==> src/include/fsqrt_config.svh <==
/*
  Field widths, bias and encodings for the single-precision square root.
  FSQRT_ROOT_W is also the iteration count of the digit recurrence.
  Rounding codes 5 to 7 are treated as RNE by the rounder.
*/
`ifndef FSQRT_CONFIG_SVH
`define FSQRT_CONFIG_SVH

// ==============================
// Float format
// ==============================
`define FSQRT_EXP_W   8
`define FSQRT_MANT_W  23
`define FSQRT_BIAS    127

// 24 result bits plus guard, round and one extra
`define FSQRT_ROOT_W  27

// ==============================
// Rounding modes
// ==============================
`define FSQRT_FRM_RNE 3'd0
`define FSQRT_FRM_RTZ 3'd1
`define FSQRT_FRM_RDN 3'd2
`define FSQRT_FRM_RUP 3'd3
`define FSQRT_FRM_RMM 3'd4

// Special results
`define FSQRT_QNAN    32'h7FC0_0000
`define FSQRT_POS_INF 32'h7F80_0000

// Edges from acceptance to o_valid, acceptance edge included
`define FSQRT_LATENCY 30

`endif

==> src/fsqrt_pkg.sv <==
/*
  Shared types for the square-root unit.
  Widths follow the macros in the config header.
*/
`include "fsqrt_config.svh"

package fsqrt_pkg;

  // Raw IEEE single word
  typedef logic [`FSQRT_EXP_W+`FSQRT_MANT_W:0] float_t;

  // Working exponent, signed so subnormal inputs fit
  typedef logic signed [9:0] exp_t;

  // Rounding mode code
  typedef logic [2:0] frm_t;

  // Root accumulator
  typedef logic [`FSQRT_ROOT_W-1:0] root_t;

  // Partial remainder, two bits wider than the trial divisor
  typedef logic [2*`FSQRT_ROOT_W+1:0] rem_t;

  // Radicand, two bits consumed per iteration
  typedef logic [2*`FSQRT_ROOT_W-1:0] rad_t;

  // Engine sequencing
  typedef enum logic [1:0] {
    ENG_IDLE,
    ENG_SETUP,
    ENG_ITERATE,
    ENG_FINISH
  } engine_state_t;

endpackage : fsqrt_pkg

==> src/fsqrt_root_if.sv <==
/*
  Raw root from the engine to the rounder.
  Payload is only meaningful while done is high.
*/
`timescale 1ns/1ps

interface fsqrt_root_if;
  import fsqrt_pkg::*;

  // Root bits, MSB always set for a nonzero radicand
  root_t root;
  // Nonzero remainder after the last iteration
  logic  sticky;
  // Biased result exponent
  exp_t  res_exp;
  // One-cycle pulse, payload valid
  logic  done;

  // Engine side
  modport source (
    output root,
    output sticky,
    output res_exp,
    output done
  );

  // Rounder side
  modport sink (
    input root,
    input sticky,
    input res_exp,
    input done
  );

endinterface : fsqrt_root_if

==> src/fsqrt_classify.sv <==
/*
  Special-case decode of the operand, in parallel with the root engine.
  Verdict lands one edge after acceptance and holds until the next one.
  Negative zero is not an invalid case and returns -0.
*/
`timescale 1ns/1ps
`include "fsqrt_config.svh"

module fsqrt_classify (
  input  logic              i_clk,
  input  logic              i_rst,
  input  logic              i_accept,
  input  fsqrt_pkg::float_t i_operand,
  output logic              o_is_special,
  output fsqrt_pkg::float_t o_special_result,
  output logic              o_special_invalid
);
  import fsqrt_pkg::*;

  localparam int EXP_W  = `FSQRT_EXP_W;
  localparam int MANT_W = `FSQRT_MANT_W;

  float_t              operand_q;
  logic                accept_q;

  // Field split
  logic                sign;
  logic [EXP_W-1:0]    exp_f;
  logic [MANT_W-1:0]   mant_f;
  logic                is_nan;
  logic                is_snan;
  logic                is_inf;
  logic                is_zero;

  assign sign   = operand_q[EXP_W+MANT_W];
  assign exp_f  = operand_q[EXP_W+MANT_W-1:MANT_W];
  assign mant_f = operand_q[MANT_W-1:0];

  assign is_nan  = (&exp_f) && (|mant_f);
  // Quiet bit clear marks a signaling NaN
  assign is_snan = is_nan && !mant_f[MANT_W-1];
  assign is_inf  = (&exp_f) && !(|mant_f);
  assign is_zero = !(|exp_f) && !(|mant_f);

  // Operand capture
  always_ff @(posedge i_clk) begin
    if (i_accept) begin
      operand_q <= i_operand;
    end
  end

  // ==============================
  // Registered verdict
  // ==============================
  always_ff @(posedge i_clk) begin
    if (i_rst) begin
      accept_q          <= 1'b0;
      o_is_special      <= 1'b0;
      o_special_result  <= '0;
      o_special_invalid <= 1'b0;
    end else begin
      accept_q <= i_accept;
      if (accept_q) begin
        // Priority: NaN, negative, +inf, zero
        o_is_special      <= 1'b1;
        o_special_invalid <= 1'b0;
        if (is_nan) begin
          o_special_result  <= `FSQRT_QNAN;
          o_special_invalid <= is_snan;
        end else if (sign && !is_zero) begin
          o_special_result  <= `FSQRT_QNAN;
          o_special_invalid <= 1'b1;
        end else if (is_inf) begin
          o_special_result <= `FSQRT_POS_INF;
        end else if (is_zero) begin
          // Sign of zero passes through
          o_special_result <= {sign, {(EXP_W+MANT_W){1'b0}}};
        end else begin
          o_is_special     <= 1'b0;
          o_special_result <= '0;
        end
      end
    end
  end

endmodule : fsqrt_classify

==> src/fsqrt_root_engine.sv <==
/*
  Digit-by-digit square root, one root bit per ITERATE cycle.
  Runs for every operand, special ones included, so latency is fixed.
  Only one operation in flight; i_valid is ignored while busy.
*/
`timescale 1ns/1ps
`include "fsqrt_config.svh"

module fsqrt_root_engine (
  input  logic              i_clk,
  input  logic              i_rst,
  input  logic              i_valid,
  input  fsqrt_pkg::float_t i_operand,
  output logic              o_accept,
  output logic              o_busy,
  fsqrt_root_if.source      o_root_bus
);
  import fsqrt_pkg::*;

  localparam int EXP_W  = `FSQRT_EXP_W;
  localparam int MANT_W = `FSQRT_MANT_W;
  localparam int ROOT_W = `FSQRT_ROOT_W;
  localparam int CNT_W  = $clog2(ROOT_W);
  // Zero fill below the 25-bit radicand mantissa
  localparam int PAD_W  = 2 * ROOT_W - (MANT_W + 2);

  engine_state_t      state;
  logic [CNT_W-1:0]   iter_cnt;
  float_t             operand_q;

  // Recurrence registers
  root_t              root_q;
  rem_t               rem_q;
  rad_t               rad_q;
  exp_t               res_exp_q;

  // Setup decode
  logic [EXP_W-1:0]   exp_f;
  logic [MANT_W-1:0]  mant_f;
  logic [4:0]         lzc;
  logic [4:0]         sub_shift;
  logic               lzc_found;
  exp_t               exp_adj;
  exp_t               exp_unb;
  exp_t               exp_sum;
  logic               exp_odd;
  logic [MANT_W:0]    mant_norm;
  logic [MANT_W+1:0]  mant_int;

  // Recurrence step
  rem_t               rem_cand;
  rem_t               trial;
  logic               rem_ge;

  assign o_accept = (state == ENG_IDLE) && i_valid;
  assign o_busy   = (state != ENG_IDLE);

  assign exp_f  = operand_q[EXP_W+MANT_W-1:MANT_W];
  assign mant_f = operand_q[MANT_W-1:0];

  // ==============================
  // Setup decode
  // ==============================
  always_comb begin
    lzc       = '0;
    lzc_found = 1'b0;
    // Leading zero count of the fraction
    for (int i = MANT_W - 1; i >= 0; i--) begin
      if (!lzc_found) begin
        if (mant_f[i]) begin
          lzc_found = 1'b1;
        end else begin
          lzc = lzc + 5'd1;
        end
      end
    end
    sub_shift = lzc + 5'd1;

    if (exp_f == '0) begin
      // Subnormal, shift first one up to the hidden bit
      mant_norm = {1'b0, mant_f} << sub_shift;
      exp_adj   = 10'sd1 - $signed({5'b0, sub_shift});
    end else begin
      mant_norm = {1'b1, mant_f};
      exp_adj   = $signed({2'b0, exp_f});
    end

    exp_unb = exp_adj - 10'(`FSQRT_BIAS);
    exp_odd = exp_unb[0];

    // Odd exponent: double mantissa, range becomes [1,4)
    if (exp_odd) begin
      mant_int = {mant_norm, 1'b0};
      exp_sum  = exp_adj + 10'(`FSQRT_BIAS - 1);
    end else begin
      mant_int = {1'b0, mant_norm};
      exp_sum  = exp_adj + 10'(`FSQRT_BIAS);
    end
  end

  // Bring down two bits, trial divisor 4*root+1
  assign rem_cand = {rem_q[2*ROOT_W-1:0], rad_q[2*ROOT_W-1 -: 2]};
  assign trial    = {{ROOT_W{1'b0}}, root_q, 2'b01};
  assign rem_ge   = (rem_cand >= trial);

  // ==============================
  // Sequencing
  // ==============================
  always_ff @(posedge i_clk) begin
    if (i_rst) begin
      state    <= ENG_IDLE;
      iter_cnt <= '0;
    end else begin
      case (state)
        ENG_IDLE: begin
          if (i_valid) begin
            state <= ENG_SETUP;
          end
        end
        ENG_SETUP: begin
          iter_cnt <= '0;
          state    <= ENG_ITERATE;
        end
        ENG_ITERATE: begin
          iter_cnt <= iter_cnt + 1'b1;
          if (iter_cnt == CNT_W'(ROOT_W - 1)) begin
            state <= ENG_FINISH;
          end
        end
        ENG_FINISH: begin
          state <= ENG_IDLE;
        end
        default: state <= ENG_IDLE;
      endcase
    end
  end

  // Datapath
  always_ff @(posedge i_clk) begin
    if (o_accept) begin
      operand_q <= i_operand;
    end
    if (state == ENG_SETUP) begin
      root_q    <= '0;
      rem_q     <= '0;
      rad_q     <= {mant_int, {PAD_W{1'b0}}};
      // Halve the exponent, bias restored by the odd/even sum
      res_exp_q <= exp_sum >>> 1;
    end else if (state == ENG_ITERATE) begin
      rad_q <= {rad_q[2*ROOT_W-3:0], 2'b00};
      if (rem_ge) begin
        rem_q  <= rem_cand - trial;
        root_q <= {root_q[ROOT_W-2:0], 1'b1};
      end else begin
        rem_q  <= rem_cand;
        root_q <= {root_q[ROOT_W-2:0], 1'b0};
      end
    end
  end

  assign o_root_bus.root    = root_q;
  assign o_root_bus.sticky  = |rem_q;
  assign o_root_bus.res_exp = res_exp_q;
  assign o_root_bus.done    = (state == ENG_FINISH);

endmodule : fsqrt_root_engine

==> src/fsqrt_round.sv <==
/*
  Rounds the raw root and picks the special or computed result.
  The root is never negative and never overflows or goes subnormal.
  Outputs hold until the next done pulse.
*/
`timescale 1ns/1ps
`include "fsqrt_config.svh"

module fsqrt_round (
  input  logic              i_clk,
  input  logic              i_rst,
  input  logic              i_accept,
  input  fsqrt_pkg::frm_t   i_rounding_mode,
  fsqrt_root_if.sink        i_root_bus,
  input  logic              i_is_special,
  input  fsqrt_pkg::float_t i_special_result,
  input  logic              i_special_invalid,
  output fsqrt_pkg::float_t o_result,
  output logic              o_flag_invalid,
  output logic              o_flag_inexact,
  output logic              o_valid
);
  import fsqrt_pkg::*;

  localparam int EXP_W  = `FSQRT_EXP_W;
  localparam int MANT_W = `FSQRT_MANT_W;
  localparam int ROOT_W = `FSQRT_ROOT_W;

  frm_t               frm_q;

  // Root split
  logic [MANT_W:0]    mant_keep;
  logic               guard_bit;
  logic               round_bit;
  logic               sticky_bit;
  logic               round_up;
  logic               inexact;

  // Rounded result
  logic [MANT_W+1:0]  mant_rnd;
  logic               carry;
  logic [MANT_W-1:0]  frac_out;
  exp_t               exp_out;
  float_t             result_rnd;

  always_ff @(posedge i_clk) begin
    if (i_accept) begin
      frm_q <= i_rounding_mode;
    end
  end

  // ==============================
  // Rounding
  // ==============================
  assign mant_keep  = i_root_bus.root[ROOT_W-1 -: MANT_W+1];
  assign guard_bit  = i_root_bus.root[2];
  assign round_bit  = i_root_bus.root[1];
  // Extra root bit and remainder both fold into sticky
  assign sticky_bit = i_root_bus.root[0] | i_root_bus.sticky;
  assign inexact    = guard_bit | round_bit | sticky_bit;

  always_comb begin
    case (frm_q)
      `FSQRT_FRM_RNE: round_up = guard_bit & (round_bit | sticky_bit | mant_keep[0]);
      `FSQRT_FRM_RTZ: round_up = 1'b0;
      // Positive result, round down is truncation
      `FSQRT_FRM_RDN: round_up = 1'b0;
      `FSQRT_FRM_RUP: round_up = inexact;
      `FSQRT_FRM_RMM: round_up = guard_bit;
      default:        round_up = guard_bit & (round_bit | sticky_bit | mant_keep[0]);
    endcase
  end

  assign mant_rnd = {1'b0, mant_keep} + {{(MANT_W+1){1'b0}}, round_up};
  assign carry    = mant_rnd[MANT_W+1];

  // Carry out means all ones rolled over to 1.0, bump exponent
  always_comb begin
    if (carry) begin
      frac_out = mant_rnd[MANT_W:1];
      exp_out  = i_root_bus.res_exp + 10'sd1;
    end else begin
      frac_out = mant_rnd[MANT_W-1:0];
      exp_out  = i_root_bus.res_exp;
    end
  end

  assign result_rnd = {1'b0, exp_out[EXP_W-1:0], frac_out};

  // Output registers
  always_ff @(posedge i_clk) begin
    if (i_rst) begin
      o_result       <= '0;
      o_flag_invalid <= 1'b0;
      o_flag_inexact <= 1'b0;
      o_valid        <= 1'b0;
    end else begin
      o_valid <= i_root_bus.done;
      if (i_root_bus.done) begin
        if (i_is_special) begin
          o_result       <= i_special_result;
          o_flag_invalid <= i_special_invalid;
          o_flag_inexact <= 1'b0;
        end else begin
          o_result       <= result_rnd;
          o_flag_invalid <= 1'b0;
          o_flag_inexact <= inexact;
        end
      end
    end
  end

endmodule : fsqrt_round

==> src/fsqrt_top.sv <==
/*
  Single-precision square root with fixed latency.
  Accepts when i_valid is high and o_busy is low; o_valid pulses once.
*/
`timescale 1ns/1ps

module fsqrt_top (
  input  logic              i_clk,
  input  logic              i_rst,
  input  logic              i_valid,
  input  fsqrt_pkg::float_t i_operand,
  input  fsqrt_pkg::frm_t   i_rounding_mode,
  output fsqrt_pkg::float_t o_result,
  output logic              o_flag_invalid,
  output logic              o_flag_inexact,
  output logic              o_valid,
  output logic              o_busy
);
  import fsqrt_pkg::*;

  // Acceptance pulse from the engine
  logic   accept;

  // Classifier verdict
  logic   is_special;
  float_t special_result;
  logic   special_invalid;

  // Engine to rounder
  fsqrt_root_if root_bus ();

  fsqrt_classify u_classify (
    .i_clk             (i_clk),
    .i_rst             (i_rst),
    .i_accept          (accept),
    .i_operand         (i_operand),
    .o_is_special      (is_special),
    .o_special_result  (special_result),
    .o_special_invalid (special_invalid)
  );

  fsqrt_root_engine u_engine (
    .i_clk      (i_clk),
    .i_rst      (i_rst),
    .i_valid    (i_valid),
    .i_operand  (i_operand),
    .o_accept   (accept),
    .o_busy     (o_busy),
    .o_root_bus (root_bus.source)
  );

  fsqrt_round u_round (
    .i_clk             (i_clk),
    .i_rst             (i_rst),
    .i_accept          (accept),
    .i_rounding_mode   (i_rounding_mode),
    .i_root_bus        (root_bus.sink),
    .i_is_special      (is_special),
    .i_special_result  (special_result),
    .i_special_invalid (special_invalid),
    .o_result          (o_result),
    .o_flag_invalid    (o_flag_invalid),
    .o_flag_inexact    (o_flag_inexact),
    .o_valid           (o_valid)
  );

endmodule : fsqrt_top

==> config.mk <==
export PLATFORM = sky130hd
export DESIGN_NAME = fsqrt_top
export DESIGN_NICKNAME = d
export VERILOG_FILES = /design/src/fsqrt_pkg.sv /design/src/fsqrt_root_if.sv /design/src/fsqrt_classify.sv /design/src/fsqrt_root_engine.sv /design/src/fsqrt_round.sv /design/src/fsqrt_top.sv
export VERILOG_INCLUDE_DIRS = /design/src /design/src/include
export SDC_FILE = /design/constraint.sdc
export NUM_CORES = 1
export LEC_CHECK = 0
export ABC_CLOCK_PERIOD_IN_PS = 32000
export BUFFER_PORTS_ARGS = -buffer_cell sky130_fd_sc_hd__buf_2
export CORE_MARGIN = 2
export CORE_UTILIZATION = 55
export CTS_CLUSTER_DIAMETER = 120
export DETAILED_ROUTE_END_ITERATION = 16
export GPL_ROUTABILITY_DRIVEN = 0
export PLACE_DENSITY_LB_ADDON = 0.12
export SETUP_SLACK_MARGIN = 0.05
export SYNTH_ARGS = -nofsm -noshare
export SYNTH_HDL_FRONTEND = slang
export SYNTH_HIERARCHICAL = 1
export SYNTH_SLANG_ARGS = --single-unit
==> constraint.sdc <==
create_clock -name i_clk -period 32 [get_ports i_clk]
set_input_delay 3.2 -clock i_clk [delete_from_list [all_inputs] [get_ports i_clk]]
set_output_delay 3.2 -clock i_clk [all_outputs]
set_load 0.01 [all_outputs]
* Word level (Yosys, flattened, before mapping)
Index checks and enable logic that the tools add are counted.
W data, S select, Z words.
** Cells by class
- Shift-type cells :: 1
- $add $sub $neg :: 31
- Reductions and logical operators :: 20
- Order comparisons :: 1
- Mux-type cells :: 116
- Bitwise logic cells :: 6
- Equal/unequal tests :: 10
** Operators with widths (number)
- $mux W5 :: 44
- $mux W32 :: 5
- $add A5 B1 Y5 const B :: 23
- $mux W54 :: 2
- $ge A56 B29 Y1 :: 1
- $mux W56 :: 1
- $reduce_or A56 Y1 :: 1
- $sub A56 B29 Y56 :: 1
- $mux W1 :: 53
- $add A24 B1 Y25 :: 1
- $mux W25 :: 1
- $mux W24 :: 1
- $shl A23 B5 Y24 :: 1
- $mux W23 :: 1
- $reduce_or A23 Y1 :: 1
- $add A9 B8 Y9 const B :: 2
- $mux W9 :: 2
- $pmux W5 S2 :: 1
- $add A8 B2 Y8 const B :: 1
- $logic_not A8 Y1 :: 1
- $mux W8 :: 1
- $pmux W2 S4 :: 1
- $reduce_and A8 Y1 :: 1
- $reduce_or A8 Y1 :: 1
- other kinds (21) :: 37
** Word-level totals
- Logic and storage cells :: 201
- Output and inout bits :: 36
- Input port bits :: 38
- Register bits after elaboration :: 228

* Logic depth before layout (Yosys ltp)
Gate-level depths: netlist (run 1).
- Word-level depth :: 73
- Gate-level depth with buffers :: 77
- Mapped depth without buffers :: 76

* Modules after synthesis
The synthesis (run 1) kept the hierarchy.
** By module, submodules not included
- fsqrt_root_engine :: instances 1, cells each 1507, sequential area each 3753.6 um^2, area each 12396.9 um^2
- fsqrt_round :: instances 1, cells each 272, sequential area each 790.8 um^2, area each 2229.6 um^2
- fsqrt_classify :: instances 1, cells each 103, sequential area each 1081.0 um^2, area each 1567.8 um^2

* Worst setup path before layout (run 1)
Ideal clock, no wire load.
- Path kind :: register to register
- Start :: reg u_engine.operand_q[22]
- End :: reg u_engine.res_exp_q[5], in the netlist u_engine/o_root_bus.res_exp[5], data pin
- Data arrival time :: 14.500 ns
- Data required time :: 31.734 ns
- Period minus slack after synthesis :: 14.766 ns
- Path slack :: 17.234 ns
- Stages on the path, launching flop included :: 77
- Path buffers :: 2
- Setup time :: 0.266 ns
- Path through :: edfxtp_1 -> clkbuf_1 -> a21oi_1 -> ha_1 -> o31a_1 -> ha_1 -> mux2i_1 -> a311oi_1 -> ha_1 -> nand2_1 -> nand2_1 -> ha_1 -> mux2i_1 -> o21ai_0 -> ha_1 -> mux2_2 -> ha_1 -> mux2i_1 -> [... 41 more ...] -> nand2_1 -> nand2_1 -> ha_1 -> mux2i_1 -> nand2_1 -> a21oi_1 -> a211oi_1 -> ha_1 -> xnor2_1 -> xnor2_1 -> inv_2 -> clkbuf_1 -> ha_1 -> a21oi_1 -> a21boi_0 -> nand3_1 -> o21ai_1 -> or3b_1
** On the way
- Word-level cells in the longest chain between the ends :: 72
- Elaborated cells on any way between the ends :: 96
- Those cells by class :: 27 x add/sub; 69 x mux
** Ends and longest elaborated chain
- from (decl) :: line fsqrt_root_engine.sv:29 : float_t operand_q;
- from (signal assigned) :: line fsqrt_root_engine.sv:141 : operand_q <= i_operand;
- $mux W1 :: line fsqrt_root_engine.sv:70 : if (mant_f[i]) begin
- $add A1 B1 Y2 :: line fsqrt_root_engine.sv:73 : lzc = lzc + 5'd1;
- $mux W5 :: line fsqrt_root_engine.sv:70
- $mux W5 :: line fsqrt_root_engine.sv:69 : if (!lzc_found) begin
- $add A5 B1 Y5 :: line fsqrt_root_engine.sv:73
- $mux W5 :: line fsqrt_root_engine.sv:70
- $mux W5 :: line fsqrt_root_engine.sv:69
- $add A5 B1 Y5 :: line fsqrt_root_engine.sv:73
- [... 57 more ...]
- $mux W5 :: line fsqrt_root_engine.sv:70
- $mux W5 * :: line fsqrt_root_engine.sv:69
- $add A5 B1 Y5 * :: line fsqrt_root_engine.sv:77 : sub_shift = lzc + 5'd1;
- $sub A1 B5 Y6 * :: line fsqrt_root_engine.sv:82 : exp_adj = 10'sd1 - $signed({5'b0, sub_shift});
- $mux W9 * :: line fsqrt_root_engine.sv:79 : if (exp_f == '0) begin
- $add A9 B8 Y9, or another cell as far along :: line fsqrt_root_engine.sv:97 : exp_sum = exp_adj + 10'(`FSQRT_BIAS);
- $mux W9 * :: line fsqrt_root_engine.sv:92 : if (exp_odd) begin
- named net u_engine.exp_sum[6] :: line fsqrt_root_engine.sv:45 : exp_t exp_sum;
- to (signal assigned) :: line fsqrt_root_engine.sv:148 : res_exp_q <= exp_sum >>> 1;
- to (decl) :: line fsqrt_root_engine.sv:35 : exp_t res_exp_q;
The timed path passes the listed nets; every way through them passes the cells marked *.
A chain may end at the register's enable or synchronous reset.

* Worst setup path in the final report (run 1)
- Start :: reg u_engine.operand_q[21]
- End :: reg u_engine.res_exp_q[5], in the netlist u_engine/o_root_bus.res_exp[5], data pin
** On the way
- Word-level cells in the longest chain between the ends :: 70
- Elaborated cells on any way between the ends :: 94
- Those cells by class :: 26 x add/sub; 68 x mux
** Ends and longest elaborated chain (line)
- $mux W5 :: fsqrt_root_engine.sv:70
- $mux W5 :: fsqrt_root_engine.sv:69
- $add A5 B1 Y5 :: fsqrt_root_engine.sv:73
- $mux W5 :: fsqrt_root_engine.sv:70
- $mux W5 :: fsqrt_root_engine.sv:69
- $add A5 B1 Y5 :: fsqrt_root_engine.sv:73
- $mux W5 :: fsqrt_root_engine.sv:70
- $mux W5 :: fsqrt_root_engine.sv:69
- [... 55 more ...]
- $mux W5 :: fsqrt_root_engine.sv:70
- $mux W5 * :: fsqrt_root_engine.sv:69
- $add A5 B1 Y5 * :: fsqrt_root_engine.sv:77
- $sub A1 B5 Y6 * :: fsqrt_root_engine.sv:82
- $mux W9 * :: fsqrt_root_engine.sv:79
- $add A9 B8 Y9, or another cell as far along :: fsqrt_root_engine.sv:97
- $mux W9 * :: fsqrt_root_engine.sv:92
- named net u_engine.exp_sum[6] :: fsqrt_root_engine.sv:45
Marks and branches as above.

==> results of run 1 <==
[stage by stage]
stage	std cells	instance area, µm²	total power [mW]	hold WS (ns)
global route	2285	17450	1.559	0.5012
detailed placement	2237	16580	1.149	0.4546
finish	2285	17450	1.450	0.4666
floorplan	1900	16230	1.001	0.4299
global placement	2237	16580	1.138	0.4516
CTS	2285	17450	1.450	0.4653
[area by class of cell]
type	count	area share, %
clock buffers	37	4.260
clock inverters	11	0.7100
inverters	76	1.635
multi-input cells	1462	55.96
flip-flops and latches	230	32.07
well taps	384	2.754
repair buffers	85	2.610
[worst max-delay path: cells and delay by family (launching register included)]
kind                     cells  cell delay (ns)
AND/OR/NAND/NOR             17             1.79
adder cells (fa/ha/maj)     21             6.96
multiplexers                17             3.06
buffers and inverters        2             0.90
flip-flops                   1             0.51
AO/OA/AOI/OAI               14             3.58
[registers in the layout (all words and copies together), names as in the netlist, 2 cells and up]
| register | count |
|---|---|
| u_engine/iter_cnt | 5 |
| u_engine/operand_q | 31 |
| u_engine/o_root_bus.root | 27 |
| u_classify/operand_q | 32 |
| u_round/frm_q | 3 |
| u_engine/state | 2 |
| u_engine/rad_q | 25 |
| u_engine/o_root_bus.res_exp | 8 |
| u_round/o_result | 32 |
| u_engine/rem_q | 56 |
| u_classify/o_special_result | 3 |
[layer usage]
layer | share of wire (%) | vias up | global-route usage (%)
met4 | 3.7 | 0 | 9.236
met3 | 5.3 | 95 | 3.095
met5 | 0 | - | 0
met1 | 45 | 6448 | 33.66
li1 | - | 6774 | -
met2 | 46 | 397 | 41.68
[worst max path at each step]
stage | from | to | slack, ns | cells past startpoint
2_1_floorplan | u_engine/operand_q[22] | u_engine/o_root_bus.res_exp[5] | 17.23 | 76
3_3_place_gp | u_engine/operand_q[21] | u_engine/o_root_bus.res_exp[5] | 15.83 | 73
3_5_place_dp | u_engine/operand_q[21] | u_engine/o_root_bus.res_exp[5] | 15.10 | 73
4_1_cts | u_engine/operand_q[21] | u_engine/o_root_bus.res_exp[5] | 15.05 | 73
5_1_grt | u_engine/operand_q[21] | u_engine/o_root_bus.res_exp[5] | 13.55 | 71
6_report | u_engine/operand_q[21] | u_engine/o_root_bus.res_exp[5] | 14.95 | 71
[power groups by stage]
| stage | combinational, mW | sequential (mW) | clock, mW |
|---|---|---|---|
| 2_1_floorplan | 0.554 | 0.447 | 0 |
| 3_3_place_gp | 0.662 | 0.476 | 0 |
| 3_5_place_dp | 0.672 | 0.477 | 0 |
| 4_1_cts | 0.676 | 0.472 | 0.302 |
| 5_1_grt | 0.761 | 0.483 | 0.315 |
| 6_report | 0.681 | 0.474 | 0.296 |
==> flow_metrics.py, run 1 <==
metrics = {
    "status": {
        "outcome": "finished, final reports clean",
    },
    "route": {
        "drt_iter0_drc": 1158,
        "routed_wl_um": 39270,
        "wl_per_cell_um": 17.19,
        "drcViolationCount": 0,
        "ant_nets": 0,
        "vias": 13710,
        "via_per_inst": 6.002,
        "first_pass_iters": 8,
    },
    "sta": {
        "post-route-period-util_pct": 53.30,
        "worst_slew_pin_slew_ns": 1.070,
        "finClkSkew_ns": 0.03112,
        "final.min_clock_period_ns": 17.05,
        "max_clock_freq_mhz": 58.63,
        "fin_ws_ns": 14.95,
        "setup_viol": 0,
        "slew_headroom_pct": 28.06,
        "setup_tns_ns": 0,
        "drv_slew": 0,
        "rsz0062_at_grt": "no",
        "hold_viol": 0,
    },
    "power": {
        "p_per_area_mw_per_mm2": 83.13,
        "p_switching_uw": 594.4,
        "irDropWorstVdd_mv": 0.06385,
        "internal_power_uw": 856.0,
        "power_frac_comb_pct": 46.9,
        "clockPowerShare_pct": 20.4,
        "cellLeakagePower_nw": 6.531,
        "sw_frac_of_total_pct": 40.98,
        "p_seq_share_pct": 32.7,
    },
    "cts": {
        "cts_buffers": 26,
        "cts_hold_buf": 0,
        "cts_tree": "built",
        "clk_latency_ns": 0.54,
        "cts.path.max_buffers": 3,
        "cts.htree.levels": 1,
        "root_buffer": "clkbuf_16",
        "post_cts_buffers": 0,
        "clk_pin_slew_ns": 0.06,
        "clock_sinks": 230,
        "cts.repair.resized": 0,
    },
    "floorplan": {
        "start_util_pct": 56.13,
        "coreArea_mm2": 0.02878,
        "boundaryPins": 74,
        "dieHeight_um": 175.4,
        "die_w_um": 175.4,
        "rows": 62,
        "design.die.area_mm2": 0.03076,
    },
    "yosys": {
        "synth_area_per_cell_um2": 8.597,
        "syn-cell-area_mm2": 0.01615,
        "synthCells": 1879,
        "yosysWarnings": 6,
    },
    "global_routing": {
        "grt_first_pass_wirelength_um": 64220,
        "grt_overflow": 0,
        "grt.total_usage_pct": 25.11,
        "antenna_found_initial": 0,
        "grt_pass1_vias": 12850,
        "grt_max_degree": 93,
    },
    "hold_path": {
        "hold_end": "u_classify/o_special_invalid",
        "hold_path.class": "reg2reg",
        "min_from": "u_classify/o_special_invalid",
        "hold_depth": 2,
    },
    "setup_path": {
        "r2r-end": "u_engine/o_root_bus.res_exp[5]",
        "rr_worst_depth": 71,
        "slowest_stage": "ha_1",
        "worstSetupStartpointType": "flip-flop",
        "critPathMaxFanout": 25,
        "crit_type": "reg2reg",
        "regToRegStartpoint": "u_engine/operand_q[21]",
        "required_ns": 32.26,
        "critPathCaptureType": "flip-flop",
        "r2r_slack_ns": 14.95,
        "arrival_ns": 17.31,
        "path_common_cell": "ha_1",
        "slowest_delay_ns": 0.77,
    },
    "run": {
        "cap_violations": 0,
    },
    "cells_and_area": {
        "final_common_cell": "nor2_1",
        "seq_area_mm2": 0.005595,
        "fillCellCount": 2551,
        "areaGrowthSynthToFinish_pct": 8.009,
        "final_util_pct": 60.62,
        "drive_above_1_share_pct": 9.837,
        "final_cell_mix": "nor2_1, nand2_1, dfxtp_1, a21oi_1, edfxtp_1",
        "num_antenna_cells": 0,
        "multiInputGateArea_mm2": 0.009763,
        "fin_nets": 1983,
    },
    "placement": {
        "pre_cts_ws_ns": 15.10,
        "io_buffers": 73,
        "hpwl_um": 28410,
    },
}
Power figures use the tool's default switching activity.
==> run 2, diff against run 1 <==
ABC_AREA = 1   (was unset)
ABC_CLOCK_PERIOD_IN_PS = 16100   (was 32000)
clock period = 16.1 ns   (was 32 ns; I/O delays follow)
==> run 2 against run 1 <==
Clock power increased by 110%. Clock skew decreased by 0.016 ns. Sequential power increased by 110%. Maximum frequency increased by 18%. Routed wire length decreased by 3.6%. Die area decreased by 3.4%. Non-clock buffer count unchanged. Worst setup slack got worse by 13 ns. Register-to-register slack got worse by 13 ns. Count of clock-buffer cells in the layout increased by 6. Synthesized area decreased by 3.5%.
==> flow_metrics.py, run 2 <==
metrics = {
    "status": {
        "outcome": "finished, final reports clean",
    },
    "global_routing": {
        "grt_max_degree": 75,
        "grt_overflow": 0,
        "grt.total_usage_pct": 25.58,
        "grt_first_pass_wirelength_um": 62460,
        "antenna_found_initial": 0,
        "grt_pass1_vias": 13220,
    },
    "route": {
        "drt_iter0_drc": 1011,
        "wl_per_cell_um": 14.29,
        "first_pass_iters": 5,
        "ant_nets": 0,
        "routed_wl_um": 37880,
        "via_per_inst": 5.367,
        "vias": 14230,
        "drcViolationCount": 0,
    },
    "cts": {
        "cts.path.max_buffers": 3,
        "clk_pin_slew_ns": 0.06,
        "clock_sinks": 230,
        "cts_hold_buf": 0,
        "root_buffer": "clkbuf_16",
        "clk_latency_ns": 0.54,
        "cts_buffers": 28,
        "cts.htree.levels": 1,
        "post_cts_buffers": 0,
        "cts.repair.resized": 0,
        "cts_tree": "built",
    },
    "setup_path": {
        "critPathCaptureType": "flip-flop",
        "required_ns": 16.40,
        "arrival_ns": 14.75,
        "critPathMaxFanout": 26,
        "r2r_slack_ns": 1.65,
        "path_buf_inv": 17,
        "worstSetupStartpointType": "flip-flop",
        "slowest_stage": "ha_1",
        "slowest_delay_ns": 0.73,
        "path_common_cell": "nand2_1",
        "cp_top_family": "adder cells",
        "crit_type": "reg2reg",
    },
    "sta": {
        "setup_viol": 0,
        "rsz0062_at_grt": "no",
        "drv_slew": 0,
        "max_clock_freq_mhz": 69.18,
        "post-route-period-util_pct": 89.78,
        "hold_viol": 0,
        "finClkSkew_ns": 0.01547,
        "final.min_clock_period_ns": 14.45,
        "slew_headroom_pct": 34.92,
        "setup_tns_ns": 0,
        "hold_ws_ns": 0.4622,
        "worst_slew_pin_slew_ns": 0.9763,
    },
    "floorplan": {
        "dieHeight_um": 172.4,
        "boundaryPins": 74,
        "coreArea_mm2": 0.02786,
        "design.die.area_mm2": 0.02972,
        "die_w_um": 172.4,
        "start_util_pct": 55.98,
        "rows": 61,
    },
    "power": {
        "p_per_area_mw_per_mm2": 181.0,
        "p_seq_share_pct": 32.3,
        "internal_power_mw": 1.723,
        "cellLeakagePower_nw": 7.891,
        "total_power_mw": 3.086,
        "power_frac_comb_pct": 47.5,
        "clockPowerShare_pct": 20.2,
        "sw_frac_of_total_pct": 44.15,
        "irDropWorstVdd_mv": 0.09485,
        "p_switching_mw": 1.362,
    },
    "cells_and_area": {
        "multiInputGateArea_mm2": 0.008513,
        "areaGrowthSynthToFinish_pct": 9.315,
        "fillCellCount": 2582,
        "seq_area_mm2": 0.005595,
        "largest_register": "u_engine/rem_q",
        "drive_above_1_share_pct": 10.03,
        "final_util_pct": 61.19,
        "fin_nets": 2353,
        "num_antenna_cells": 0,
        "final_cell_mix": "nand2_1, inv_1, nor2_1, nand3_1, dfxtp_1",
        "largest_registers": "u_engine/rem_q x56, u_classify/operand_q x32, u_round/o_result x32",
        "largest_reg_flops": 56,
        "final_common_cell": "nand2_1",
    },
    "hold_path": {
        "hold_path.class": "reg2reg",
    },
    "placement": {
        "io_buffers": 73,
        "hpwl_um": 28380,
    },
    "yosys": {
        "yosysWarnings": 6,
        "synth_area_per_cell_um2": 7.050,
        "syn-cell-area_mm2": 0.01559,
        "synthCells": 2212,
    },
    "run": {
        "cap_violations": 0,
    },
}
[run 2: worst min-delay path, stage by stage, from the launching register on]
cell and delay, ns:
dfxtp_1 0.30, nand2_1 0.06, a21oi_1 0.05
[run 2: area by class of cell]
class                           instances  share of cell area, %
Inverter                              285                  6.290
Multi-Input combinational cell       1621                  49.94
Tap cell                              378                  2.774
Sequential cell                       230                  32.82
Clock inverter                          9                 0.4624
Clock buffer                           43                  5.042
Timing Repair Buffer                   85                  2.672
[run 2: stage by stage]
stage	worst slack [ns]	area, µm²	cells
after floorplan	3.064	15670	2233
after global placement	2.087	16110	2599
after detailed placement	1.695	16110	2599
after CTS	1.639	17050	2651
after global routing	0.4592	17050	2651
final	1.645	17050	2651
[run 2: power groups by stage]
stage | Combinational, mW | Clock, mW | Sequential (mW)
detailed placement | 1.45 | 0 | 1.01
floorplan | 1.15 | 0 | 0.963
CTS | 1.46 | 0.638 | 0.996
global route | 1.68 | 0.661 | 1.02
finish | 1.46 | 0.624 | 0.997
global placement | 1.42 | 0 | 1.00
[run 2: path summary, 6_finish.rpt]
| path | start | endpoint | cells after the start |
|---|---|---|---|
| setup reg to reg | u_engine/operand_q[21] | u_engine/o_root_bus.res_exp[6] | 86 |
| hold reg to reg | u_round/o_result[31] | u_round/o_result[31] | 2 |
| setup / recovery | u_engine/operand_q[21] | u_engine/o_root_bus.res_exp[6] | 86 |
| hold / removal | u_round/o_result[31] | u_round/o_result[31] | 2 |
[run 2: layer usage]
| metal | routed length, µm | vias up | track usage [%] |
|---|---|---|---|
| met5 | 0 | - | 0 |
| met4 | 1449 | 0 | 9.390 |
| met3 | 1480 | 78 | 2.838 |
| met2 | 18440 | 315 | 46.47 |
| met1 | 16510 | 6548 | 31.12 |
| li1 | - | 7287 | - |
